File: src/hdl/icache_pkg.sv
package icache_pkg;

    ////////////////////////////////////////
    // geometry
    ////////////////////////////////////////
    localparam int index_width  = 4;
    localparam int offset_width = 2;
    localparam int num_ways     = 2;
    localparam int num_sets     = 1 << index_width;
    localparam int tag_width    = 32 - index_width - offset_width - 2;

    localparam int line_lsb = offset_width + 2;  // lowest index bit
    localparam int tag_lsb  = 32 - tag_width;

    typedef logic [tag_width-1:0] tag_t;
    typedef logic [(1 << offset_width)-1:0][31:0] line_t;  // word k at [k]

    ////////////////////////////////////////
    // cache operations, opcode bits 4..3
    ////////////////////////////////////////
    localparam logic [1:0] op_init    = 2'd0;
    localparam logic [1:0] op_idx_inv = 2'd1;
    localparam logic [1:0] op_hit_inv = 2'd2;
    localparam int         op_bar_bit = 31;  // barrier, invalidate all

    typedef enum logic [2:0] {
        idle,
        lookup,
        miss_wait,
        operation,
        flush
    } ctrl_state_t;

endpackage

File: src/hdl/icache_way_ram.sv
`timescale 1ns/100ps

module icache_way_ram #(
    parameter type entry_t = icache_pkg::tag_t
) (
    input  logic                              clk,
    input  logic                              we,
    input  logic [icache_pkg::index_width-1:0] waddr,
    input  entry_t                            wdata,
    input  logic [icache_pkg::index_width-1:0] raddr,
    output entry_t                            rdata
);
    import icache_pkg::*;

    entry_t mem [num_sets];

    always_ff @(posedge clk) begin
        if (we) begin
            mem[waddr] <= wdata;
        end
    end

    // async read, the lookup compares in the same cycle
    assign rdata = mem[raddr];

endmodule

File: config.mk
export PLATFORM = sky130hd
export DESIGN_NAME = icache_way_ram
export DESIGN_NICKNAME = d
export VERILOG_FILES = /design/src/hdl/icache_pkg.sv /design/src/hdl/icache_way_ram.sv
export SDC_FILE = /design/constraint.sdc
export NUM_CORES = 1
export LEC_CHECK = 0
export ABC_AREA = 1
export BUFFER_PORTS_ARGS = -buffer_cell sky130_fd_sc_hd__buf_2
export CORE_AREA = 2 2 163 165
export DETAILED_ROUTE_END_ITERATION = 6
export DIE_AREA = 0 0 165 167
export GPL_ROUTABILITY_DRIVEN = 0
export PLACE_DENSITY = 0.78
export SYNTH_ARGS = -nofsm -noshare
export SYNTH_HDL_FRONTEND = slang
export SYNTH_SLANG_ARGS = --single-unit
File: constraint.sdc
create_clock -name clk -period 4.7 [get_ports clk]
set_clock_uncertainty 0.15 [all_clocks]
set_input_delay 0.94 -clock clk [delete_from_list [all_inputs] [get_ports clk]]
set_output_delay 0.94 -clock clk [all_outputs]
set_load 0.01 [all_outputs]
# Word level (Yosys, flattened, before mapping)
# Memory sizes are Yosys's and may differ from the RTL's.
# Cells that the tools add are included.
op_classes:
  reduce_logical: 0
  magnitude_cmp: 0
  n_mux: 2
  n_div: 0
  addsub: 0
  n_shift: 0
  n_bitwise: 0
  n_eq_ne: 0
  multipliers: 0
ops:
  columns: ["operator", "n"]
  rows:
  - ["$mux W1", 2]
totals:
  latchBits: 0
  inputBits: 34
  mem_count: 1
  out_inout_bits: 24
  ff_bits: 0
  ram_bits: 384
  mem_bits_ro: 0
mem_list:
  columns: ["memory", "depth", "word_bits", "read_ports", "rd_ports_with_merged_regs", "write_ports", "line_no", "text"]
  rows:
  - ["mem", 16, 24, 1, 0, 1, "icache_way_ram.sv:15", "entry_t mem [num_sets];"]

# Longest topological paths before layout
depth:
  depth_word: 2
  mapped_depth: 9
  depth_no_buf: 7

# Worst setup path before layout
# No wires, ideal clock.
synth_timing:
  path_type: "input port to output port"
  start: "in raddr[1] (netlist name)"
  end: "out rdata[14] (netlist name)"
  path_buffers: 3
  required_ps: 3610
  cell_stages: 7
  setup_slack_ps: 1846
  arrival_ps: 1764
  path_cell_list: "buf_2 -> buf_2 -> buf_2 -> nand3_1 -> nand3_1 -> nand3_1 -> nand2_1"
synth_lines:
  columns: ["item", "line_no", "text"]
  rows:
  - ["start, declared", "icache_way_ram.sv:10", "input logic [icache_pkg::index_width-1:0] raddr,"]
  - ["end, declared", "icache_way_ram.sv:11", "output entry_t rdata"]

==> metrics.md <==
| Metric | Value |
|---|---|
| Status | finished clean |
| Sequential cell area | 11500 sq um |
| Fraction of power consumed by combinational cells | 6.5% |
| Share of the synthesized area in the top cell type | 70.0% |
| Flip-flop count of the largest register after layout | 384 |
| Maximum number of pins on one net before global-route repair | 193 |
| Most frequent standard cell in the layout excluding fill and tap cells | nand2_1 |
| Unrepaired setup endpoints after global routing | false |
| Worst-case clock buffer depth | 3 |
| Grt ovf | 0 |
| Time the final worst path needs with I/O delays and setup | 3.75 ns |
| Post-CTS resize count | 0 |
| Cell row count | 59 |
| Cell type with the largest total area after synthesis | edfxtp_1 |
| Area growth from synthesis to layout | 11.1% |
| Final setup violation count | 0 |
| Critical Path Fanout Max | 70 |
| WL final | 39.4 mm |
| Slew HR | 14.9% |
| Classification of the worst-slack hold path | primary input to register |
| Post-route core utilization | 71.0% |
| Port-buffer cells | 57 |
| Final non-filler cell area | 18300 sq um |
| Overall die width | 165 um |
| Filler instances | 1726 |
| Internal Dissipation | 5.72 mW |
| Share of the clock period used by the worst path after layout | 79.7% |
| Buffers inserted by post-CTS timing repair | 0 |
| Slew @ Worst Pin | 1.27 ns |
| Vertical die dimension | 167 um |
| Area of the core region | 25800 sq um |
| Library cell used as clock root buffer | clkbuf_16 |
| Worst Slack Setup Final | 0.954 ns |
| Number of vias per cell | 5.68 |
| Final-report hold violation count | 0 |
| Total of max-cap violations | 0 |
| Post-route insts no fill | 1972 |
| Minimum setup slack after placement | 0.978 ns |
| Static power due to leakage | 7.82 nW |
| Largest Register | mem |
| Number of max-slew violations in the final report | 0 |
| Die Footprint | 27600 sq um |
| Antenna Nets Post-Route | 0 |
| Most used cells in the layout excluding fill and tap cells | nand2_1 (509), edfxtp_1 (384), inv_1 (291) |
| Number of buffers inserted for hold repair after clock tree synthesis | 0 |
| Clock tree from TritonCTS | done |
| Starting utilization of the core area | 63.9% |
| TritonCTS buffer count | 38 |
| Category of the worst setup path launch point | primary input |
| Initial DRT Pass Iterations | 5 |
| Clock Power Share | 40.8% |
| Via count of the first global-routing pass | 10900 |
| Overall via count from detail_route | 11200 |
| Number of DRC markers in iteration 0 | 1300 |
| Min Hold Slack | 0.643 ns |
| Synthesized Nets | 1607 |
| Placed Instances | 1901 |
| Antenna violations before repair | 4 |
| Overall Power | 7.31 mW |
| Switching power share of the total | 21.7% |
| Clock-pin slew on the worst setup and hold paths | 0.06 ns |
| I/O pin count | 58 |
| Post-Syn Area | 16500 sq um |
| Kind of capture point of the worst setup path | primary output |
| First-pass GRT wire length | 59.7 mm |
| Synth top area cells | edfxtp_1 (70%), nand2_1 (12%), nand3_1 (8.8%), inv_1 (6.7%), buf_2 (1.3%) |
| Hold Path Cell Cnt | 1 |
| Final routed wire length divided by cell count | 20.0 um |
| Clock sink total | 384 |
| Sequential Power Share | 52.7% |
| CTS H-Tree Depth | 2 |
| Total track usage | 29.1% |
| Mean instance size in the synthesized netlist | 10.5 sq um |
| Leading registers by flop count | mem: 384 flops |
| Area used by multi-input combinational logic | 3560 sq um |
| Placed inst area | 17100 sq um |
| VDD IR max | 0.304 mV |
| Sequential area share after synthesis | 70.0% |
| Yosys warns | 0 |
| PD cells | 400 nW/um^2 |
| Arrival time at the worst endpoint | 2.66 ns |
| Timing-limited maximum frequency | 267 MHz |
| Synthesized netlist cell count | 1573 |
| Fraction of final layout cells with drive strength greater than 1 | 8.62% |
| Number of distinct library cells after synthesis | 11 |
| Half-perimeter wire length of the detailed placement result | 19.6 mm |
| Data required time at the worst endpoint | 3.61 ns |
| Switching component of the power | 1.59 mW |
| Number of remaining DRC errors | 0 |
| Final nets | 1640 |
| Flops & latches, synth | 384 |
| Summed negative setup slack over all endpoints | 0 ns |
| Crit path kind | primary input to primary output |
-- cell families after synthesis --
logic type | synth area share [%]
flops | 70.0
buf+inv | 9.13
simple gates | 20.9
-- routing by layer --
layer | track usage, % | share of wire [%] | vias to the layer above | wire length [um]
met5 | 0 | 0.035 | - | 14
met4 | 14.0 | 4.1 | 2 | 1610
met3 | 5.85 | 11 | 140 | 4180
met2 | 46.6 | 48 | 673 | 19100
met1 | 38.4 | 37 | 5237 | 14600
li1 | - | - | 5143 | -
-- synth_stat cells --
master and count:
buf_1 8, buf_4 14, inv_2 2, buf_2 44, clkbuf_1 12, nand3b_1 2
nand2_1 509, inv_1 292, edfxtp_1 384, nor2_1 17, nand3_1 289
-- layout make-up --
type	count	area share (%)
multi-input cells	817	19.4
clock buffers	51	5.81
clock inverters	18	0.862
flip-flops and latches	384	63.0
repair buffers	71	2.46
inverters	294	6.07
diodes	2	0.0274
well taps	335	2.29
-- critical path, stage by stage --
cell and delay, ns:
buf_6 0.11, inv_6 0.41, buf_4 0.41, nand2_1 0.10, nand3_1 0.12, nand3_1 0.10
nand3_1 0.16, nand2_1 0.10, buf_2 0.15
-- path summary, 6_finish.rpt --
kind	endpoint	from
max	rdata[0]	raddr[0]
min	mem[5][4]$_DFFE_PP_	wdata[4]
-- power by group through the flow --
stage / registers [mW] / logic [mW] / clock network [mW]
after global placement: 3.92 / 0.452 / 0
after global routing: 3.86 / 0.518 / 3.13
after CTS: 3.86 / 0.469 / 2.99
after detailed placement: 3.93 / 0.465 / 0
final: 3.85 / 0.474 / 2.98
after floorplan: 3.93 / 0.281 / 0
Note: power is estimated with default switching activity, not from simulation.
