<file path="src/hdl/icache_pkg.sv">
package icache_pkg;

    ////////////////////////////////////////
    // geometry
    ////////////////////////////////////////
    localparam int index_width  = 4;
    localparam int offset_width = 2;
    localparam int num_ways     = 2;
    localparam int num_sets     = 1 << index_width;
    localparam int tag_width    = 32 - index_width - offset_width - 2;

    localparam int line_lsb = offset_width + 2;  // lowest index bit
    localparam int tag_lsb  = 32 - tag_width;

    typedef logic [tag_width-1:0] tag_t;
    typedef logic [(1 << offset_width)-1:0][31:0] line_t;  // word k at [k]

    ////////////////////////////////////////
    // cache operations, opcode bits 4..3
    ////////////////////////////////////////
    localparam logic [1:0] op_init    = 2'd0;
    localparam logic [1:0] op_idx_inv = 2'd1;
    localparam logic [1:0] op_hit_inv = 2'd2;
    localparam int         op_bar_bit = 31;  // barrier, invalidate all

    typedef enum logic [2:0] {
        idle,
        lookup,
        miss_wait,
        operation,
        flush
    } ctrl_state_t;

endpackage

</file>
<file path="src/hdl/icache_lru.sv">
`timescale 1ns/100ps

module icache_lru (
    input  logic                              clk,
    input  logic                              rstn,
    input  logic [icache_pkg::index_width-1:0] index,
    input  logic                              use0,
    input  logic                              use1,
    output logic                              victim
);
    import icache_pkg::*;

    logic [num_sets-1:0] lru;  // set bit means way 1 is older

    always_ff @(posedge clk) begin
        if (!rstn) begin
            lru <= '0;
        end else if (use0) begin
            lru[index] <= 1'b1;
        end else if (use1) begin
            lru[index] <= 1'b0;
        end
    end

    assign victim = lru[index];

endmodule

</file>
<file path="config.mk">
export PLATFORM = sky130hd
export DESIGN_NAME = icache_lru
export DESIGN_NICKNAME = d
export VERILOG_FILES = /design/src/hdl/icache_pkg.sv /design/src/hdl/icache_lru.sv
export SDC_FILE = /design/constraint.sdc
export NUM_CORES = 1
export LEC_CHECK = 0
export BUFFER_PORTS_ARGS = -buffer_cell sky130_fd_sc_hd__buf_2
export CORE_MARGIN = 1.5
export CORE_UTILIZATION = 60
export DETAILED_ROUTE_END_ITERATION = 16
export PLACE_DENSITY = 0.86
export REMOVE_ABC_BUFFERS = 1
export SLEW_MARGIN = 20
export SYNTH_ARGS = -nofsm -noshare
export SYNTH_HDL_FRONTEND = slang
export SYNTH_SLANG_ARGS = --single-unit
</file>
<file path="constraint.sdc">
create_clock -name clk -period 2.15 [get_ports clk]
set_clock_uncertainty 0.1 [all_clocks]
set_input_delay 0.3225 -clock clk [delete_from_list [all_inputs] [get_ports clk]]
set_output_delay 0.3225 -clock clk [all_outputs]
set_load 0.05 [all_outputs]
</file>
## Word-level counts from Yosys, hierarchy flattened

Index checks and enable logic that the tools add are counted.
Widths: inputs -> output; s select.

- Logic and storage cells: 14
- Input bits: 8
- Register bits after elaboration: 16
- Output and inout bits: 1

- Order comparisons: 2
- Bitwise operators: 3
- Reduce and logical (&&, ||, !) cells: 2
- Mux-type cells: 6

Operators with widths:

| kind | number |
|---|---|
| $mux 16 | 2 |
| $and 16x16->16 | 1 |
| $not 16->16 | 1 |
| $or 16x16->16 | 1 |
| $lt 4x5->1 const B | 1 |
| $bmux 1 s4 | 1 |
| $demux 1 s4 | 1 |
| $ge 4x1->1 const B | 1 |
| $mux 1 | 2 |
| $reduce_bool 2->1 | 1 |
| $logic_and 1x1->1 | 1 |

## Logic depth before layout (Yosys ltp)

- Word-level depth: 8
- Mapped depth: 5
- Mapped depth without buffers: 3

## Worst setup path before layout

Ideal clock, no wire load.

- Path type: input to output
- Start: input index[0] (netlist name)
- End: output victim
- Required time: 1.727 ns
- Path slack: 0.385 ns
- Arrival: 1.342 ns
- Stages: 4
- Cell sequence: buf_6 > mux4_2 > a22oi_2 > nand2_1

- Longest elaborated chain between the ends: 2

Ends and longest elaborated chain:

| item | RTL line | text |
|---|---|---|
| start: declaration | icache_lru.sv:6 | `input logic [icache_pkg::index_width-1:0] index,` |
| $bmux 1 s4 | icache_lru.sv:25 | `assign victim = lru[index];` |
| $mux 1 (not written as such) | icache_lru.sv:25 |  |
| end: declaration | icache_lru.sv:9 | `output logic victim` |

No other way between the ends. The select of a mux whose other input is x is not followed.

## Worst setup path in the final report

Ends and elaborated chain as after synthesis.

==> results.toml <==
[routing]
wl_met3_um = 168
vias = 821
met2_length_um = 898
first_pass_iters = 4
drc_errors = 0
viasPerCell = 7.40
wl_met1_um = 844
wire_per_inst_um = 17.4
drt_iter0_markers = 67
top_layer_used = "met4"
drt_wl_total_um = 1930
ant_nets = 0

[power_and_ir_drop]
powerDensity_nw_per_um2 = 587
p_int_mw = 0.390
total_power_mw = 0.533
pwr-share-clk_pct = 27.9
swShare_pct = 26.7
vdd_drop_max_mv = 0.345
power.share.combinational_pct = 14.7
p_sw_mw = 0.142
p_leak_nw = 0.313
pwr-share-seq_pct = 57.4

[global_routing]
grt_pass1_vias = 705
grt_pass1_wl_um = 2940
grt_max_degree = 20
antenna_found_initial = 0
grt-ovfl-total = 0
track_usage_pct = 27.8

[logic_synthesis]
syn_area_per_cell_um2 = 9.25
synth_warnings = 0
synth_seq_cells = 16
synth_cell_types = 21
seq_area_frac_synth_pct = 36.8
synth_area_um2 = 870
synthCells = 94

[floorplanning]
fp.dieW_um = 41.1
ios = 9
rows = 13
die_h_um = 41.1
dieArea_um2 = 1690
core_area_um2 = 1330
start_util_pct = 65.2

[timing]
max_freq_mhz = 493
rsz0062_at_grt = "no"
drv_slew = 0
setup_viol = 0
tns_ns = 0
final-hold-violation-count = 0
period_minus_slack_ns = 2.03
fin_ws_ns = 0.121
final.period_utilization_pct = 94.4
slew_headroom_pct = 62.3
worstMarginPinSlew_ns = 0.560

[placement]
place_congestion = 0.811
port_buffers = 8
dpl.hpwl_um = 1310
pre_cts_slack_ns = 0.0621

[run]
max-cap-violations = 0

[clock_tree]
cts_hold_buf = 0
cts_setup_buffers = 0
clk_pin_slew_ns = 0.08
cts_buffers = 3
tritoncts = "done"
cts.sinks = 16
cts_root_buffer = "clkbuf_4"
htreeDepth = 1
clockBufferDepth = 2
clock_latency_ns = 0.27

[worst_setup_path]
critPathMaxStageDelay_ns = 0.57
cp_cell_sequence = "clkbuf_4 -> mux4_1 -> a22oi_1 -> nand2_1 -> buf_2"
crit_path_end_kind = "output port"
critPathSlowestCell = "mux4_1"
start_kind = "primary input"
r2r_slack_ns = 1.38
worstPathMaxFanout = 16
required_ns = 1.73
critPathKind = "primary input to output port"
arrival_ns = 1.61

[finish]
num_antenna_cells = 0
layout-drive-gt1-share_pct = 15.6
fin_nets = 106
area_delta_synth_final_pct = 4.32
final_cell_mix = "16 x nand4_1, 16 x a21oi_1, 16 x dfxtp_1, 10 x o31ai_1, 7 x buf_2"
nFillCells = 108

[status]
outcome = "finished clean"

[worst_hold_path]
hp-class = "primary input to flip-flop"
[per-stage QoR]
stage | hold WS (ns) | cells | area (um^2) | utilization, %
final | 0.368 | 111 | 907 | 68.0
after global routing | 0.347 | 111 | 907 | 68.0
after CTS | 0.349 | 111 | 905 | 67.8
after detailed placement | 0.365 | 108 | 882 | 66.1
after global placement | 0.348 | 108 | 882 | 66.1
after floorplan | 0.338 | 84 | 816 | -
[final timing paths]
path | from | to | depth (start not counted)
setup / recovery | index[0] | victim | 5
hold / removal | use0 | flip-flop | 3
setup reg to reg | flip-flop | flip-flop | 2
hold reg to reg | flip-flop | flip-flop | 2
[layer usage]
metal	track usage (%)	vias up
li1	-	380
met1	32.3	370
met2	41.8	65
met3	10.3	6
met4	19.2	0
met5	0	-
[logic make-up after synthesis]
kind of cell | after synthesis | share of synthesized area, %
AO/OA/AOI/OAI | 37 | 27.6
AND/OR/NAND/NOR | 24 | 16.4
flip-flops | 16 | 36.8
buffers and inverters | 13 | 7.48
multiplexers | 4 | 11.7
[layout make-up]
class | instances | area [um^2] | share of cell area [%]
clock buffer | 3 | 22.5 | 2.48
inverter | 3 | 11.3 | 1.24
multi-input combinational | 65 | 484 | 53.4
sequential | 16 | 320 | 35.3
tap | 15 | 18.8 | 2.07
timing repair buffer | 9 | 50.0 | 5.52
[worst max-delay path: cells and delay by family]
kind            cells  cell delay, ns
buf+inv             2            0.44
compound gates      1            0.20
simple gates        1            0.07
mux                 1            0.57
[power by group through the flow]
stage	clock (mW)	sequential, mW	combinational, mW
after global routing	0.174	0.306	0.0842
after global placement	0	0.312	0.0744
after detailed placement	0	0.313	0.0754
final	0.149	0.306	0.0782
after CTS	0.154	0.306	0.0756
after floorplan	0	0.311	0.0393
[repair_timing]
action | 4_1_cts | 5_1_grt
gates resized for setup | 0 | 1
setup endpoints to repair | 0 | 1
endpoints found under the hold margin | 0 | 0
[cells in the mapped netlist]
| library cell | instances | area, um^2 |
|---|---|---|
| a21oi_1 | 16 | 80.1 |
| a22oi_1 | 1 | 7.51 |
| a22oi_2 | 1 | 12.5 |
| and2_1 | 1 | 6.26 |
| buf_2 | 7 | 35.0 |
| buf_6 | 1 | 11.3 |
| clkbuf_1 | 2 | 7.51 |
| dfxtp_1 | 16 | 320 |
| inv_1 | 3 | 11.3 |
| mux4_1 | 3 | 78.8 |
| mux4_2 | 1 | 22.5 |
| nand2_1 | 2 | 7.51 |
| nand2b_1 | 2 | 12.5 |
| nand4_1 | 16 | 100 |
| nor2_1 | 1 | 3.75 |
| nor2b_1 | 2 | 12.5 |
| o211ai_1 | 1 | 7.51 |
| o21ai_0 | 4 | 20.0 |
| o21bai_2 | 1 | 11.3 |
| o31ai_1 | 10 | 75.1 |
| o41ai_1 | 3 | 26.3 |
No activity file was read; power rests on OpenSTA's default activity.
