==> config.mk <==
export PLATFORM = sky130hd
export DESIGN_NAME = icache_ctrl
export DESIGN_NICKNAME = d
export VERILOG_FILES = /design/src/hdl/icache_pkg.sv /design/src/hdl/icache_ctrl.sv
export SDC_FILE = /design/constraint.sdc
export NUM_CORES = 1
export LEC_CHECK = 0
export ABC_AREA = 1
export BUFFER_PORTS_ARGS = -buffer_cell sky130_fd_sc_hd__buf_2
export CAP_MARGIN = 20
export CELL_PAD_IN_SITES_DETAIL_PLACEMENT = 1
export CELL_PAD_IN_SITES_GLOBAL_PLACEMENT = 2
export CORE_MARGIN = 5
export CORE_UTILIZATION = 13
export CTS_CLUSTER_DIAMETER = 200
export DETAILED_ROUTE_END_ITERATION = 8
export GPL_TIMING_DRIVEN = 1
export PLACE_DENSITY_LB_ADDON = 0.1
export SYNTH_ARGS = -nofsm -noshare
export SYNTH_HDL_FRONTEND = slang
export SYNTH_SLANG_ARGS = --single-unit
==> constraint.sdc <==
create_clock -name clk -period 1.05 [get_ports clk]
set_input_delay 0.0525 -clock clk [delete_from_list [all_inputs] [get_ports clk]]
set_output_delay 0.0525 -clock clk [all_outputs]
set_load 0.005 [all_outputs]
==> src/hdl/icache_pkg.sv <==
package icache_pkg;

    ////////////////////////////////////////
    // geometry
    ////////////////////////////////////////
    localparam int index_width  = 4;
    localparam int offset_width = 2;
    localparam int num_ways     = 2;
    localparam int num_sets     = 1 << index_width;
    localparam int tag_width    = 32 - index_width - offset_width - 2;

    localparam int line_lsb = offset_width + 2;  // lowest index bit
    localparam int tag_lsb  = 32 - tag_width;

    typedef logic [tag_width-1:0] tag_t;
    typedef logic [(1 << offset_width)-1:0][31:0] line_t;  // word k at [k]

    ////////////////////////////////////////
    // cache operations, opcode bits 4..3
    ////////////////////////////////////////
    localparam logic [1:0] op_init    = 2'd0;
    localparam logic [1:0] op_idx_inv = 2'd1;
    localparam logic [1:0] op_hit_inv = 2'd2;
    localparam int         op_bar_bit = 31;  // barrier, invalidate all

    typedef enum logic [2:0] {
        idle,
        lookup,
        miss_wait,
        operation,
        flush
    } ctrl_state_t;

endpackage

==> src/hdl/icache_ctrl.sv <==
`timescale 1ns/100ps

module icache_ctrl (
    input  logic                           clk,
    input  logic                           rstn,
    input  logic                           req_valid,
    input  logic                           req_op,
    input  logic                           pipe_stall,
    input  logic                           pipe_flush,
    input  logic                           buf_op,
    input  logic [31:0]                    buf_opcode,
    input  logic                           buf_addr_lsb,
    input  logic                           buf_suc,
    input  logic                           hit0,
    input  logic                           hit1,
    input  logic                           victim,
    input  logic                           mem_data_ok,
    output logic                           rbuf_we,
    output logic                           rdata_valid,
    output logic                           cache_stall,
    output logic                           op_ack,
    output logic                           mem_req,
    output logic                           use0,
    output logic                           use1,
    output logic [icache_pkg::num_ways-1:0] data_we,
    output logic [icache_pkg::num_ways-1:0] inval,
    output logic                           init,
    output logic                           init_way,
    output logic                           bar,
    output logic                           choose_way,
    output logic                           choose_return
);
    import icache_pkg::*;

    ctrl_state_t state;
    ctrl_state_t next_state;
    logic        rstn_q;
    logic        miss;
    logic        accept;
    logic        valid_c;
    logic [1:0]  hit_way;  // one-hot, way 0 first

    assign miss    = !(hit0 || hit1) || buf_suc;  // suc always goes out
    assign hit_way = {hit1 && !hit0, hit0};
    assign accept  = req_valid && !pipe_stall && !cache_stall;
    assign rbuf_we = accept;
    assign op_ack  = accept && req_op;  // next state is operation

    always_ff @(posedge clk) begin
        rstn_q <= rstn;
    end

    assign rdata_valid = valid_c && rstn_q;  // nothing valid straight out of reset

    always_ff @(posedge clk) begin
        if (!rstn) begin
            state <= idle;
        end else begin
            state <= next_state;
        end
    end

    ////////////////////////////////////////
    // next state
    ////////////////////////////////////////
    always_comb begin
        next_state = idle;
        case (state)
            lookup: begin
                if (pipe_flush) begin
                    next_state = flush;
                end else if (miss) begin
                    next_state = miss_wait;
                end else if (pipe_stall) begin
                    next_state = lookup;  // hold the hit word
                end else if (accept) begin
                    next_state = req_op ? operation : lookup;
                end
            end
            miss_wait: begin
                if (!mem_data_ok) begin
                    next_state = miss_wait;
                end else if (accept) begin
                    next_state = req_op ? operation : lookup;
                end
            end
            operation, flush: begin
                if (pipe_flush) begin
                    next_state = flush;
                end else if (accept) begin
                    next_state = req_op ? operation : lookup;
                end
            end
            default: begin
                if (accept) begin
                    next_state = req_op ? operation : lookup;
                end
            end
        endcase
    end

    ////////////////////////////////////////
    // strobes
    ////////////////////////////////////////
    always_comb begin
        valid_c       = 1'b0;
        mem_req       = 1'b0;
        cache_stall   = 1'b1;
        use0          = 1'b0;
        use1          = 1'b0;
        data_we       = '0;
        inval         = '0;
        init          = 1'b0;
        init_way      = 1'b0;
        bar           = 1'b0;
        choose_way    = 1'b0;
        choose_return = 1'b0;
        case (state)
            lookup: begin
                cache_stall = miss || pipe_flush;
                choose_way  = hit_way[1];
                if (!pipe_flush) begin
                    valid_c = !miss;
                    mem_req = miss;
                    if (buf_suc) begin
                        inval = hit_way;      // drop the stale copy
                    end else begin
                        use0 = hit_way[0];
                        use1 = hit_way[1];
                    end
                end
            end
            miss_wait: begin
                mem_req     = 1'b1;
                cache_stall = !mem_data_ok;
                if (mem_data_ok) begin
                    valid_c       = 1'b1;
                    choose_return = 1'b1;     // word straight from mem_line
                    if (!buf_suc) begin
                        data_we = victim ? 2'b10 : 2'b01;
                        use0    = !victim;
                        use1    = victim;
                    end
                end
            end
            operation: begin
                cache_stall = pipe_flush;
                if (!pipe_flush && buf_op) begin
                    if (buf_opcode[op_bar_bit]) begin
                        bar = 1'b1;
                    end else begin
                        case (buf_opcode[4:3])
                            op_init: begin
                                init     = 1'b1;
                                init_way = buf_addr_lsb;
                            end
                            op_idx_inv: inval[buf_addr_lsb] = 1'b1;
                            op_hit_inv: inval = hit_way;
                            default: ;
                        endcase
                    end
                end
            end
            flush: cache_stall = pipe_flush;
            default: cache_stall = 1'b0;  // idle
        endcase
    end

endmodule

# Yosys cells after proc, flatten, opt, wreduce, memory -nomap -nowiden
# Index checks and enable logic that the tools add are counted.
word_totals:
  register_bits: 4
  latchBits: 0
  ramBits: 0
  rom_bits: 0
  inputBits: 45
  word_cells: 79
  n_memories: 0
classes:
  addsub: 0
  mul: 0
  div: 0
  order_cmp: 2
  eq_ne: 6
  shifts: 0
  mux: 49
  bitwise: 0
  n_reduce_logical: 20
ops:
  columns: ["operator", "count"]
  rows:
  - ["1-bit 2-to-1 mux", 25]
  - ["2-bit 2-to-1 mux", 12]
  - ["3-bit 2-to-1 mux", 3]
  - ["3-bit one-hot mux with 3 select lines", 1]
  - ["1-bit zero test", 8]
  - ["1-bit one-hot mux with 2 select lines", 4]
  - ["2-bit one-hot mux with 2 select lines", 2]
  - ["1-bit logical AND", 7]
  - ["3-bit by 2-bit == test with 1-bit output (second input constant)", 2]
  - ["3-bit by 1-bit == test with 1-bit output (second input constant)", 1]
  - ["3-bit == test (second input constant)", 1]
  - ["1-bit logical OR", 3]
  - ["1-bit one-hot mux with 3 select lines", 1]
  - ["2-bit by 1-bit == test with 1-bit output (second input constant)", 1]
  - ["2-bit == test (second input constant)", 1]
  - ["2-bit zero test", 1]
  - ["1-bit by 2-bit < comparator with 1-bit output (second input constant)", 1]
  - ["2-bit OR reduction", 1]
  - ["1-bit demux with 1-bit select", 1]
  - ["1-bit greater-or-equal comparator (second input constant)", 1]

# Logic depth before layout (Yosys ltp)
depth:
  ltp_word: 12
  mapped_depth: 9
  ltp_nobuf: 8

# Least setup slack after synthesis
# OpenSTA, ideal clock, no wires.
synth_path:
  kind: "register to register"
  start: "register state[1]"
  end: "register state[0]"
  setup_ns: 0.111
  arrival_time_ns: 0.958
  slack_ns: -0.019
  stages_incl_launch_ff: 10
  period_less_slack_ns: 1.069
  cell_sequence: "dfxtp_1 > buf_6 > inv_1 > nand2_1 > o21ai_0 > nor2_1 > nor2_1 > nor2_1 > nor2_1 > nor2_1"
synth_between:
  elab_chain_cells: 10
  elab_cells_between_ends: 15
  cone_classes: "eq/ne (4); mux (8); reduce/logical (3)"
synth_lines:
  columns: ["element", "line", "source"]
  rows:
  - ["start, declared", "icache_ctrl.sv:35", "ctrl_state_t state;"]
  - ["start signal, assigned", "icache_ctrl.sv:57", "state <= idle;"]
  - ["start signal, assigned", "icache_ctrl.sv:59", "state <= next_state;"]
  - ["3-bit by 2-bit == test with 1-bit output / 3-bit == test (equally long branches)", "icache_ctrl.sv:68, icache_ctrl.sv:118", null]
  - ["2-bit OR reduction (no line)", null, null]
  - ["1-bit one-hot mux with 3 select lines", "icache_ctrl.sv:118", "case (state)"]
  - ["1-bit zero test", "icache_ctrl.sv:45", "assign accept = req_valid && !pipe_stall && !cache_stall;"]
  - ["1-bit logical AND", "icache_ctrl.sv:45", null]
  - ["2-bit 2-to-1 mux", null, null]
  - ["2-bit 2-to-1 mux", "icache_ctrl.sv:74", "end else if (pipe_stall) begin"]
  - ["2-bit 2-to-1 mux", "icache_ctrl.sv:72", "end else if (miss) begin"]
  - ["3-bit 2-to-1 mux", "icache_ctrl.sv:70", "if (pipe_flush) begin"]
  - ["3-bit one-hot mux with 3 select lines (*)", "icache_ctrl.sv:68", "case (state)"]
# Every way passes the cells marked *; elsewhere a longest branch is shown, timed or not.
# A chain may end at the register's enable or synchronous reset.

# Final worst setup path
layout_path:
  start: "register state[1]"
  end: "output mem_req"
layout_between:
  elab_chain_cells: 2
  elab_cells_between_ends: 3
  cone_classes: "eq/ne (2); mux (1)"
layout_lines:
  columns: ["element", "line", "source"]
  rows:
  - ["3-bit by 2-bit == test with 1-bit output / 3-bit by 1-bit == test with 1-bit output (equally long branches)", "icache_ctrl.sv:118", null]
  - ["1-bit one-hot mux with 2 select lines (*)", "icache_ctrl.sv:118", null]
  - ["end, declared", "icache_ctrl.sv:22", "output logic mem_req,"]
# Marked as above.

==> flow_metrics.tcl <==
set metrics [dict create \
    synthesis.area_um2 566 \
    antenna-diode-count 0 \
    internal-power_uw 488 \
    synth_fp_nets 142 \
    crit_start "state[1]$_SDFF_PN0_" \
    rsz0062_at_grt "yes" \
    placeableCoreArea_mm2 0.00429 \
    whs_path_depth 5 \
    cap_violations 0 \
    tritoncts_buffers 3 \
    switching_power_uw 190 \
    ys_dominant_reg_cell "sky130_fd_sc_hd__dfxtp_1" \
    yosys_warnings 0 \
    drc_errors 0 \
    power.share.combinational_pct 28.6 \
    clk_path_buf_depth 2 \
    fin_area_mm2 0.00106 \
    die-height_um 76.0 \
    hold_vio_cnt_final 0 \
    std_cell_rows 24 \
    die-width_um 76.0 \
    p_total_uw 678 \
    critical_path.reg2reg.endpoint "state[0]$_SDFF_PN0_" \
    full_die_area_mm2 0.00577 \
    p_r_area_growth_vs_syn_pct 87.8 \
    clk_lat_worst_skew_ns 0.22 \
    synth_area_per_cell_um2 6.02 \
    drt_wl_total_um 2230 \
    cp_data_required_time_ns 1.00 \
    max-slew-margin-rel_pct 82.3 \
    power_frac_seq_pct 23.9 \
    filler_cell_count 552 \
    synth.distinct_cells 26 \
    maximum_number_of_pins_on_one_net_before_global_route_repair 9 \
    cp-start-kind "flip-flop" \
    number_of_synthesized_flops_with_an_enable_pin 0 \
    multi_input_area_um2 440 \
    globalRoute.totalOverflow 0 \
    clockPowerShare_pct 47.6 \
    timing.fmax_ghz 0.727 \
    wl_per_cell_um 11.2 \
    setup.worst_path.end_class "primary output" \
    hold_start "pipe_stall" \
    regToRegStartpoint "state[1]$_SDFF_PN0_" \
    tritoncts_clock_tree "built" \
    reg2reg_setup_slack_ns -0.15 \
    antenna_found_initial 0 \
    io_buffer_count 31 \
    ioPinCount 61 \
    critical_path.max_fanout 8 \
    synth_largest_type_area_fraction_pct 14.2 \
    start_util_pct 13.2 \
    dr_iter_0_viols 17 \
    dpl_cell_area_um2 865 \
    synthMostInstantiatedCell "sky130_fd_sc_hd__inv_1" \
    drt_first_pass_iters 3 \
    finalCoreUtilization_pct 24.7 \
    final.hold.worst_slack_ns 0.198 \
    power_density_mw_per_mm2 638 \
    hpwlAfterDp_um 1940 \
    setup_total_negative_slack_ns -4.16 \
    post_route_cells_drive_above_1_share_pct 55.8 \
    first_global_vias 877 \
    cells_after_synth 94 \
    vias_per_cell 3.98 \
    static-leakage-power_uw 0.000585 \
    hold-path-endpoint "state[0]$_SDFF_PN0_" \
    ctsHtreeMaxLevel 1 \
    synth_seq_area_share_pct 14.2 \
    tritoncts_num_sinks 4 \
    result_of_the_run "finished, violations left" \
    cp.arrival_ns 1.32 \
    finalWeightedCongestion 0.688 \
    ys_top_cells_by_count "sky130_fd_sc_hd__inv_1, sky130_fd_sc_hd__nand2_1, sky130_fd_sc_hd__nor2_1" \
    setup_violations 19 \
    timing.final.crit_period_ns 1.38 \
    slack_of_the_critical_path_ns -0.325 \
    fin_crit_sh_pct 131 \
    drt.antenna.violating_nets 0 \
    share_of_flip_flops_with_an_asynchronous_set_or_reset_after_synthesis_pct 0 \
    grt_first_pass_wirelength_um 3780 \
    worst_min_delay_path_category "in -> reg" \
    finalNetCount 197 \
    swShare_pct 28.1 \
    failed_checks "setup timing" \
    postSynthRegisterBits 4 \
    max-vdd-ir-drop_v 0.000535 \
    clockRootBuffer "sky130_fd_sc_hd__clkbuf_8" \
    seq_area_um2 88.8 \
    yosys-top-cells-area "sky130_fd_sc_hd__dfxtp_1, sky130_fd_sc_hd__inv_1, sky130_fd_sc_hd__nand2_1" \
    critical_path_class "reg -> out" \
    maxSlewViolCount 0 \
    transition_at_the_pin_with_the_smallest_max_transition_slack_ns 0.265 \
    globalRouteTotalUtil_pct 7.63 \
    r2r_cells 8 \
    cts.clk_slew.worst_paths_ns 0.03 \
    synth_largest_area_cell "sky130_fd_sc_hd__dfxtp_1" \
    fin_worst_skew_ns 0.00162 \
    detailroute.via_count 793 \
]
[state kept, by name (all words and copies together), names as in the netlist]
signal,cells
state,3
rstn_q,1
[worst max path at each step]
stage,endpoint,slack [ns],cells after the start
4_1_cts,inval[0],-0.38,8
3_3_place_gp,mem_req,-0.28,6
6_report,mem_req,-0.33,6
5_1_grt,mem_req,-0.41,6
3_5_place_dp,mem_req,-0.24,6
2_1_floorplan,state[0]$_SDFF_PN0_,-0.02,7
[per-stage QoR]
stage          worst slack (ns)  instances
5_1_grt                  -0.413        199
6_report                 -0.325        199
2_1_floorplan           -0.0166         94
3_3_place_gp             -0.276        188
4_1_cts                  -0.384        199
3_5_place_dp             -0.244        188
[logic make-up after synthesis]
group           Yosys count  share of synthesized area, %
fa+ha+maj                 3                          6.64
buf+inv                  26                          19.0
simple gates             47                          44.5
flops                     4                          14.2
compound gates           14                          15.7
[routing by layer]
metal,routed length [um],track usage [%],part of all wire (%)
met5,0,0,0
met1,916,8.32,41
met2,1190,14.6,53
met3,95,1.18,4.3
met4,28,2.67,1.3
[timing repair]
item                                   4_1_cts  5_1_grt
resized for setup                           19        9
endpoints found under the hold margin        1        0
buffers inserted                             7        0
hold buffers                                 1        0
setup endpoints to repair                   19       19
pin swaps                                    4        4
[power groups by stage]
stage | registers (uW) | clock network, uW | logic [uW]
global placement | 166 | 0 | 170
CTS | 162 | 330 | 193
global route | 163 | 342 | 217
floorplan | 163 | 0 | 87.1
detailed placement | 167 | 0 | 170
finish | 162 | 322 | 194
[cells in the final DEF, fill, tap and decap left out, types with 3 or more instances in the layout]
cell type / count
sky130_fd_sc_hd__ha_1: 3
sky130_fd_sc_hd__o21ai_1: 3
sky130_fd_sc_hd__nor2_1: 9
sky130_fd_sc_hd__inv_1: 19
sky130_fd_sc_hd__buf_2: 30
sky130_fd_sc_hd__nand2_2: 4
sky130_fd_sc_hd__buf_6: 4
sky130_fd_sc_hd__buf_4: 16
sky130_fd_sc_hd__nand4_1: 4
sky130_fd_sc_hd__clkbuf_8: 3
sky130_fd_sc_hd__inv_2: 4
sky130_fd_sc_hd__nand2_1: 14
[final cells by class]
type / count / area share [%]
inverters: 25 / 9.54
well taps: 52 / 6.12
repair buffers: 51 / 30.6
flip-flops and latches: 4 / 8.36
multi-input cells: 64 / 41.5
clock buffers: 3 / 3.89
[worst max-delay path, stage by stage, from the launching register on]
cell and delay, ns:
sky130_fd_sc_hd__dfxtp_4 0.36, sky130_fd_sc_hd__buf_6 0.13, sky130_fd_sc_hd__nor2_8 0.15, sky130_fd_sc_hd__inv_6 0.06, sky130_fd_sc_hd__nor3_4 0.14, sky130_fd_sc_hd__o21bai_1 0.14
sky130_fd_sc_hd__buf_2 0.13
Power figures use the tool's default switching activity.
