**src/hdl/icache_pkg.sv**
```systemverilog
package icache_pkg;

    ////////////////////////////////////////
    // geometry
    ////////////////////////////////////////
    localparam int index_width  = 4;
    localparam int offset_width = 2;
    localparam int num_ways     = 2;
    localparam int num_sets     = 1 << index_width;
    localparam int tag_width    = 32 - index_width - offset_width - 2;

    localparam int line_lsb = offset_width + 2;  // lowest index bit
    localparam int tag_lsb  = 32 - tag_width;

    typedef logic [tag_width-1:0] tag_t;
    typedef logic [(1 << offset_width)-1:0][31:0] line_t;  // word k at [k]

    ////////////////////////////////////////
    // cache operations, opcode bits 4..3
    ////////////////////////////////////////
    localparam logic [1:0] op_init    = 2'd0;
    localparam logic [1:0] op_idx_inv = 2'd1;
    localparam logic [1:0] op_hit_inv = 2'd2;
    localparam int         op_bar_bit = 31;  // barrier, invalidate all

    typedef enum logic [2:0] {
        idle,
        lookup,
        miss_wait,
        operation,
        flush
    } ctrl_state_t;

endpackage

```
**src/hdl/icache_way_ram.sv**
```systemverilog
`timescale 1ns/100ps

module icache_way_ram #(
    parameter type entry_t = icache_pkg::tag_t
) (
    input  logic                              clk,
    input  logic                              we,
    input  logic [icache_pkg::index_width-1:0] waddr,
    input  entry_t                            wdata,
    input  logic [icache_pkg::index_width-1:0] raddr,
    output entry_t                            rdata
);
    import icache_pkg::*;

    entry_t mem [num_sets];

    always_ff @(posedge clk) begin
        if (we) begin
            mem[waddr] <= wdata;
        end
    end

    // async read, the lookup compares in the same cycle
    assign rdata = mem[raddr];

endmodule

```
**src/hdl/icache_tagv_bank.sv**
```systemverilog
`timescale 1ns/100ps

module icache_tagv_bank (
    input  logic                              clk,
    input  logic                              rstn,
    input  logic [icache_pkg::index_width-1:0] index,
    input  icache_pkg::tag_t                  tag,
    input  logic                              we,
    input  logic                              inval,
    input  logic                              init,
    input  logic                              bar,
    output logic                              hit
);
    import icache_pkg::*;

    logic [num_sets-1:0] valid;
    logic                ram_we;
    tag_t                ram_wdata;
    tag_t                stored_tag;

    // init rewrites the tag with zero
    assign ram_we    = we || init;
    assign ram_wdata = init ? '0 : tag;

    icache_way_ram #(
        .entry_t(tag_t)
    ) i_tag_ram (
        .clk  (clk),
        .we   (ram_we),
        .waddr(index),
        .wdata(ram_wdata),
        .raddr(index),
        .rdata(stored_tag)
    );

    ////////////////////////////////////////
    // valid bits
    ////////////////////////////////////////
    always_ff @(posedge clk) begin
        if (!rstn) begin
            valid <= '0;
        end else if (bar) begin
            valid <= '0;                // barrier clears all sets
        end else if (init || inval) begin
            valid[index] <= 1'b0;
        end else if (we) begin
            valid[index] <= 1'b1;       // line fill
        end
    end

    assign hit = valid[index] && (stored_tag == tag);

endmodule

```
**config.mk**
```make
export PLATFORM = sky130hd
export DESIGN_NAME = icache_tagv_bank
export DESIGN_NICKNAME = d
export VERILOG_FILES = /design/src/hdl/icache_pkg.sv /design/src/hdl/icache_way_ram.sv /design/src/hdl/icache_tagv_bank.sv
export SDC_FILE = /design/constraint.sdc
export NUM_CORES = 1
export LEC_CHECK = 0
export ABC_AREA = 1
export BUFFER_PORTS_ARGS = -buffer_cell sky130_fd_sc_hd__buf_2
export CORE_MARGIN = 1.5
export CORE_UTILIZATION = 51
export CTS_BUF_LIST = sky130_fd_sc_hd__clkbuf_2 sky130_fd_sc_hd__clkbuf_4 sky130_fd_sc_hd__clkbuf_8
export CTS_CLUSTER_DIAMETER = 60
export DETAILED_ROUTE_END_ITERATION = 7
export PLACE_DENSITY_LB_ADDON = 0.2
export SLEW_MARGIN = 20
export SYNTH_ARGS = -nofsm -noshare
export SYNTH_HDL_FRONTEND = slang
export SYNTH_SLANG_ARGS = --single-unit
```
**constraint.sdc**
```tcl
create_clock -name clk -period 5.2 [get_ports clk]
set_input_delay 1.3 -clock clk [delete_from_list [all_inputs] [get_ports clk]]
set_output_delay 1.3 -clock clk [all_outputs]
set_load 0.1 [all_outputs]
```
After elaboration in Yosys (flattened, before gate mapping) --
Memory sizes are Yosys's and may differ from the RTL's. Index checks and enable logic that the tools add are counted.
Storage, ports and cells: register bits after elaboration 16, RAM bits 384, input port bits 34, output and inout port bits 1, logic and storage cells 24, memories kept 1
Cells by class: order comparisons 2, equality and inequality tests 1, multiplexer cells 9, bitwise logic cells 4, reduce and logical (&&, ||, !) cells 6
Memory list:
- i_tag_ram.mem | words 16, width 24, read ports 1, clocked after Yosys merged registers in 0, write ports 1, RTL line icache_way_ram.sv:15 | entry_t mem [num_sets];
Operators with widths (number):
- two-way mux 16 bit | 2
- == test 24 bit | 1
- two-way mux 24 bit | 1
- AND 16 bit | 1
- NOT 16 bit | 1
- OR 16 bit | 1
- < comparator 4 x 5 -> 1 bit (second input constant) | 1
- binary-select mux 1 bit (select 4 bit) | 1
- demux 1 bit (select 4 bit) | 1
- >= comparator 4 x 1 -> 1 bit (second input constant) | 1
- two-way mux 1 bit | 4
- logical AND 1 bit | 2
- logical OR 1 bit | 2
- nonzero test 2 bit | 1
- OR reduction 2 bit | 1
- NOT 1 bit | 1

Logic depth before layout (Yosys ltp) --
Gate-level depths: netlist of the first run.
depth in word-level cells 7, mapped depth 18, gate-level depth less buffers 15

Modules after synthesis --
From an unflattened synthesis of the first run, not the netlist that was laid out.
Second synthesis, totals: cells, all modules 1873, area total of the unflattened synthesis 18064.8 µm²
By module, submodules not included:
- icache_way_ram | instances 1, cells each 1573, area each 16470.8 µm², sequential area each 11531.1 µm²
- icache_tagv_bank | instances 1, cells each 300, area each 1594.0 µm², sequential area each 320.3 µm²

Least setup slack after synthesis of the first run --
Ideal clock, no wire load.
path kind input to output, start point input port index[1] (netlist bit), end point output port hit, data arrival time 3779 ps, required time 3900 ps, path slack 121 ps, stages on the path 17, buffers on the path 3, cells stage by stage buf_2 > inv_2 > nor2_1 > buf_4 > buf_4 > nand2_1 > nand3_1 > nand2_1 > nand2_1 > nor2_1 > nand2_1 > nand2_1 > nor2_1 > nand2_1 > nor2_1 > nand2_1 > nor2_1
On the way: longest elaborated chain between the ends 3, elaborated cells on any way between the ends 5, classes of those cells 1 x eq/ne; 2 x mux; 1 x reduce/logical; 1 x memory
Ends and longest elaborated chain:
- start: declaration | RTL line icache_tagv_bank.sv:6 | input logic [icache_pkg::index_width-1:0] index,
- memory read (16 x 24 bit) / binary-select mux 1 bit (select 4 bit) (equally long branches)
- == test 24 bit / two-way mux 1 bit (equally long branches) | RTL line icache_tagv_bank.sv:51 | assign hit = valid[index] && (stored_tag == tag);
- logical AND 1 bit * | RTL line icache_tagv_bank.sv:51
- end: declaration | RTL line icache_tagv_bank.sv:12 | output logic hit
Every way passes the cells marked *; elsewhere a longest branch is shown, timed or not. The select of a mux whose other input is x is not followed.

Worst setup path in the final report of the first run --
start point input port index[0] (netlist bit), end point output port hit
Same word-level chain as after synthesis.

==> results of run 1 <==
## metal layers
metal	global-route usage [%]	wire length, µm	up-vias
li1	-	-	5682
met1	35.2	18200	5623
met2	42.8	20600	490
met3	4.54	3430	116
met4	11.2	1520	0
met5	0	0	-
## cells in the final DEF, fill, tap and decap left out, types with 8 or more instances in the layout
master      n
nor2_4     10
clkinv_1   13
o21ai_0    14
nor2_1     70
nor3_2      8
buf_4      42
nor3_1      8
a21oi_1    19
clkbuf_8   67
dfxtp_1    16
buf_2      32
nand2_1   959
nand3_1    30
edfxtp_1  384
clkbuf_4   28
buf_12     12
inv_1      32
o21ai_1    18
## where the power goes
group	leakage (nW)	internal [mW]	total (mW)	switching (mW)
combinational	3.74	0.153	0.541	0.388
clock	0.669	1.42	2.67	1.26
sequential	3.20	3.62	3.64	0.0195
## stage by stage
stage | hold WS, ns | total power, mW | worst slack, ns
3_5_place_dp | 0.464 | 4.25 | 0.379
5_1_grt | 0.496 | 7.10 | 0.102
2_1_floorplan | 0.444 | 4.05 | 0.121
3_3_place_gp | 0.456 | 4.24 | 0.365
4_1_cts | 0.473 | 6.89 | 0.360
6_report | 0.471 | 6.86 | 0.349
## worst paths after layout
path	to	start	slack, ns	depth (start not counted)
hold reg to reg	register	register	0.47	2
hold / removal	register	register	0.47	2
setup reg to reg	register	register	4.54	2
setup / recovery	hit	index[0]	0.35	17
## area by class of cell
| type | count | area (µm²) | area share, % |
|---|---|---|---|
| Clock buffer | 95 | 1130 | 5.88 |
| Sequential cell | 400 | 11900 | 61.6 |
| Tap cell | 442 | 553 | 2.87 |
| Multi-Input combinational cell | 1165 | 4700 | 24.4 |
| Clock inverter | 23 | 134 | 0.695 |
| Inverter | 36 | 138 | 0.715 |
| Timing Repair Buffer | 87 | 743 | 3.86 |
## critical path, stage by stage
cell	delay [ns]
buf_4	0.14
buf_12	0.18
buf_12	0.20
nand2_1	0.08
nand2_1	0.05
nand2_1	0.06
nand2_1	0.05
nand2_1	0.05
nand2_1	0.07
o21ai_1	0.33
nand2_1	0.09
nor2_1	0.10
nand2_1	0.06
nor2_1	0.10
nand2_1	0.12
nor2_1	0.28
buf_12	0.22
## kinds of logic (layout without fill, tap and decap cells)
family	after synthesis	in the layout	share of synthesized area (%)
compound gates	67	67	2.16
buf+inv	113	241	3.09
simple gates	1098	1098	24.8
flops	400	400	69.9
==> reports/results.md, run 1 <==
### STA
* 0 — Final Max Slew Viols
* 0 — final setup vio count
* 1.09 ns — pin slew with the least headroom to its limit
* 0 ns — final setup TNS
* 4.85 ns — post-layout min period
* 0 ns — clock tree skew after final layout
* no — RSZ-0062 raised after global routing
* 0 — final hold vios
* 0.206 GHz — maximum operating frequency
* 93.3% — fin crit share
* 27.0% — max_slew headroom

### Global routing
* 11500 — via count of the first global-routing pass
* 60 — largest net degree at the start of global routing
* 66300 µm — global-route wire length before repair
* 0 — antenna violations before repair
* 26.4% — all-layer global routing usage
* 0 — Remaining Overflow, GRT

### Pwr
* 0.229 mV — peak supply drop
* 7.61 nW — static leakage
* 356 nW/µm² — Power per Cell Area

### Critical path
* 3.55 ns — Critical Path AT
* 47 — Max Fanout on Critical Path
* output pin — type of element capturing the critical path
* in -> out — Worst Setup Path Type
* input port — Setup crit start kind
* 3.90 ns — endpoint required time on the critical path

### Logic synthesis
* nand2_1 — leading cell type by number of instances after synthesis
* 1712 — post-synthesis net count
* 10.1 µm² — Post-Synthesis Mean Instance Area
* edfxtp_1 — Synth Flop Type
* 0 — count of yosys warnings during synthesis
* 384 — number of enable-type register cells in the synthesized netlist
* 69.9% — share of synthesized area occupied by flip-flops and latches
* edfxtp_1 — largest area contributor in the synthesized netlist
* 400 — Synth Register Bits
* 1678 — post-synthesis instance total
* 25 — Unique masters post-synth
* edfxtp_1 68%, nand2_1 21%, dfxtp_1 1.9%, nor2_1 1.8%, buf_2 1.5% — cell types with the largest area share after synthesis
* 17000 µm² — total standard cell area after synthesis
* 959 x nand2_1, 384 x edfxtp_1, 83 x nor2_1 — cell types with the highest counts after synthesis
* 68.0% — share of the synthesized area in the top cell type
* 0% — asr flop ratio synth

### Clocking
* yes — TritonCTS clock tree
* 0.58 ns — Clock Latency Late Sink
* 0 — number of hold-repair buffers added at the cts stage
* 67 — cts bufs inserted
* 3 — number of levels in the clock H-tree
* 0 — number of buffers added for setup after CTS
* 400 — total number of clock tree sinks
* clkbuf_8 — clock root buffer
* 0 — CTS-repair resized insts
* 3 — Bufs on Longest Clock Path
* 0.06 ns — clock transition at the registers of the reported paths

### Cells and area
* 19200 µm² — Post-Layout Inst Area
* i_tag_ram.mem — register bank with the most flops
* 1791 — nets
* 2723 — number of fill cells
* 2248 — Cell Count, Final, Fillers Out
* i_tag_ram.mem (384) — largest registers ranked by flip-flop count
* 13.6% — signed area change from the synthesized netlist to the final layout
* 0 — ANT cells
* 384 — max FFs per register
* 59.0% — share of the core filled with cells
* 12.2% — share of layout cells above drive strength 1

### Place
* 24300 µm — detailed placer's ending HPWL
* 34 — # port buffers
* 0.847 — placer's final routability congestion estimate
* 2129 — Placed Cells
* 18000 µm² — dpl cell area

### Floorplanning
* 52.0% — effective utilization at floorplan
* 34300 µm² — Die Outline Area
* 185 µm — Die Height
* 66 — number of rows in the core area
* 32600 µm² — Std-Cell Core Area
* 185 µm — die span in x
* 35 — number of top-level pins

### Drt
* 43800 µm — Routed Wire Length
* 5.30 — via/cell ratio
* 11900 — Via Count
* 0 — number of nets still failing antenna checks after routing
* 5 — total iterations of the first detailed-routing run
* 949 — Detailed Route Iter0 Violations
* 0 — Residual DRC
* 19.5 µm — Wirelength per Cell

### Status
* complete, no violations — outcome

### Run
* 0 — number of maximum-capacitance constraint violations

### Worst hold path
* reg -> reg — Hold/Removal Path Class

Note: power is estimated with default switching activity, not from simulation.
==> run 2, diff against run 1 <==
Settings changed: CTS_BUF_LIST sky130_fd_sc_hd__clkbuf_2 sky130_fd_sc_hd__clkbuf_4 sky130_fd_sc_hd__clkbuf_8 to sky130_fd_sc_hd__clkbuf_16.
==> run 2 against run 1 <==
Against the previous run:
- power grew 6.3%
- final area grew 0.84%
- critical path depth is the same
- maximum frequency shrank 0.87%
- die area is the same
- register-to-register slack is essentially flat
- worst setup slack lost 0.043 ns
- clock-buffer cell count shrank 50
- largest cell class unchanged
- highest routed layer unchanged
==> reports/results.md, run 2 (synthesized netlist as in run 1, its figures left out) <==
### Cells and area
* 384 — max FFs per register, unchanged
* i_tag_ram.mem (384) — largest registers ranked by flip-flop count, unchanged
* 2211 — Cell Count, Final, Fillers Out, was 2248
* 11900 µm² — area used by sequential logic in the layout, unchanged
* 0 — ANT cells, unchanged
* 2672 — number of fill cells, was 2723
* 4700 µm² — combined area of the multi-input logic cells, unchanged
* 14.5% — signed area change from the synthesized netlist to the final layout, was 13.6%
* nand2_1 — most common cell after layout, fill and taps aside, unchanged
* i_tag_ram.mem — register bank with the most flops, unchanged
* 1767 — nets, was 1791
* 959 x nand2_1, 384 x edfxtp_1, 70 x nor2_1, 45 x clkbuf_16, 42 x buf_4 — commonest non-fill, non-tap cells in the layout, was 959 x nand2_1, 384 x edfxtp_1, 70 x nor2_1, 67 x clkbuf_8, 42 x buf_4
* 9.95% — share of layout cells above drive strength 1, was 12.2%

### Clocking
* 0 — number of hold-repair buffers added at the cts stage, unchanged
* 44 — cts bufs inserted, was 67
* 0.05 ns — clock transition at the registers of the reported paths, was 0.06 ns
* 3 — Bufs on Longest Clock Path, unchanged
* 400 — total number of clock tree sinks, unchanged
* 0 — number of buffers added for setup after CTS, unchanged
* 0.53 ns — Clock Latency Late Sink, was 0.58 ns
* yes — TritonCTS clock tree, unchanged
* 2 — number of levels in the clock H-tree, was 3
* 0 — CTS-repair resized insts, unchanged
* clkbuf_16 — clock root buffer, was clkbuf_8

### STA
* 24.1% — max_slew headroom, was 27.0%
* 4.89 ns — post-layout min period, was 4.85 ns
* 0 ns — clock tree skew after final layout, unchanged
* no — RSZ-0062 raised after global routing, unchanged
* 0 — Final Max Slew Viols, unchanged
* 0 ns — final setup TNS, unchanged
* 0.204 GHz — maximum operating frequency, was 0.206 GHz
* 1.14 ns — pin slew with the least headroom to its limit, was 1.09 ns
* 0 — final setup vio count, unchanged
* 0 — final hold vios, unchanged
* 0.471 ns — worst-case hold slack, about the same
* 0.306 ns — setup slack of the critical path after layout, was 0.349 ns
* 94.1% — fin crit share, was 93.3%

### Place
* 34 — # port buffers, unchanged
* 2129 — Placed Cells, unchanged
* 0.379 ns — worst setup slack after placement, unchanged
* 24300 µm — detailed placer's ending HPWL, unchanged
* 0.847 — placer's final routability congestion estimate, unchanged

### Global routing
* 0 — antenna violations before repair, unchanged
* 60 — largest net degree at the start of global routing, unchanged
* 26.1% — all-layer global routing usage, was 26.4%
* 11300 — via count of the first global-routing pass, was 11500
* 0 — Remaining Overflow, GRT, unchanged
* 65900 µm — global-route wire length before repair, was 66300 µm

### Critical path
* 5 — CP bufs+invs, was 4
* 38 — Max Fanout on Critical Path, was 47
* 4.54 ns — worst reg-to-reg setup slack, about the same
* 3.59 ns — Critical Path AT, was 3.55 ns
* simple AND/OR/NAND/NOR gates — family with the most delay on the worst path, unchanged
* nor2_1 — Critical-path top delay cell, was o21ai_1
* input port — Setup crit start kind, unchanged
* in -> out — Worst Setup Path Type, unchanged
* 2 — R2R cell count, unchanged
* nand2_1 — Top cell by count, worst path, unchanged
* buf_4, buf_12, nand2_4, inv_2, buf_4, nand2_1, nand3_1, nand2_1, nand2_1, o21ai_1, nand2_1, nor2_1, nand2_1, nor2_1, nand2_1, nor2_1, buf_12 — list of cells traversed by the critical path, was buf_4, buf_12, buf_12, nand2_1, nand2_1, nand2_1, nand2_1, nand2_1, nand2_1, o21ai_1, nand2_1, nor2_1, nand2_1, nor2_1, nand2_1, nor2_1, buf_12
* output pin — type of element capturing the critical path, unchanged
* 0.29 ns — Max stage delay on crit path, was 0.33 ns
* 3.90 ns — endpoint required time on the critical path, about the same

### Worst hold path
* 2 — worst hold stages, unchanged
* reg -> reg — Hold/Removal Path Class, unchanged

### Drt
* 0 — Residual DRC, unchanged
* 11800 — Via Count, was 11900
* 1097 — Detailed Route Iter0 Violations, was 949
* 43400 µm — Routed Wire Length, was 43800 µm
* 19.6 µm — Wirelength per Cell, was 19.5 µm
* 0 — number of nets still failing antenna checks after routing, unchanged
* 5 — total iterations of the first detailed-routing run, unchanged
* 5.34 — via/cell ratio, was 5.30

### Status
* complete, no violations — outcome, unchanged

### Pwr
* 376 nW/µm² — Power per Cell Area, was 356 nW/µm²
* 7.29 mW — overall power consumption, was 6.86 mW
* 7.66 nW — static leakage, was 7.61 nW
* 0.432 mV — peak supply drop, was 0.229 mV

### Floorplanning
* 185 µm — die span in x, unchanged
* 52.0% — effective utilization at floorplan, unchanged
* 66 — number of rows in the core area, unchanged
* 32600 µm² — Std-Cell Core Area, unchanged
* 34300 µm² — Die Outline Area, unchanged
* 185 µm — Die Height, unchanged
* 35 — number of top-level pins, unchanged

### Run
* 0 — number of maximum-capacitance constraint violations, unchanged

==> run 2: cell types whose count changed in the layout (fill, tap and decap cells not counted), moves of 5 or more <==
cell | before | now
clkbuf_8 | 67 | 0
clkbuf_16 | 0 | 45
clkbuf_4 | 28 | 0
bufinv_16 | 0 | 6
inv_1 | 32 | 37
==> run 2: routing by layer <==
layer | vias to the layer above | wire [µm] | global-route usage, %
met5 | - | 0 | 0
li1 | 5636 | - | -
met4 | 0 | 1230 | 8.52
met1 | 5617 | 18100 | 36.0
met2 | 472 | 20700 | 43.1
met3 | 90 | 3320 | 3.34
==> run 2: final cells by class <==
type                            instances  area share, %
Tap cell                              442           2.85
Timing Repair Buffer                   86           3.69
Clock buffer                           45           5.80
Inverter                               36          0.709
Multi-Input combinational cell       1165           24.2
Sequential cell                       400           61.1
Clock inverter                         37           1.70
==> run 2: worst max-delay path by stage <==
stage          slack, ns  cells past startpoint  endpoint      from
2_1_floorplan       0.12                     17       hit  index[1]
3_3_place_gp        0.36                     18       hit  index[0]
3_5_place_dp        0.38                     15       hit  index[1]
4_1_cts             0.36                     18       hit  index[0]
5_1_grt             0.12                     18       hit  index[0]
6_report            0.31                     17       hit  index[0]
==> run 2: worst reg2reg max path, cell delays in order (launching register included) <==
cell and delay, ns:
dfxtp_1 0.31, a31oi_1 0.14, nor3_1 0.06
==> run 2: per-stage QoR <==
stage / utilization, % / area (µm²)
4_1_cts: 59.5 / 19400
3_5_place_dp: 55.0 / 18000
3_3_place_gp: 55.0 / 18000
6_report: 59.5 / 19400
2_1_floorplan: - / 17000
5_1_grt: 59.5 / 19400
==> run 2: power by group <==
part           internal (mW)  switching, mW  leakage, nW
logic                  0.152          0.389         3.73
registers               3.62         0.0195         3.20
clock network           1.87           1.24        0.723
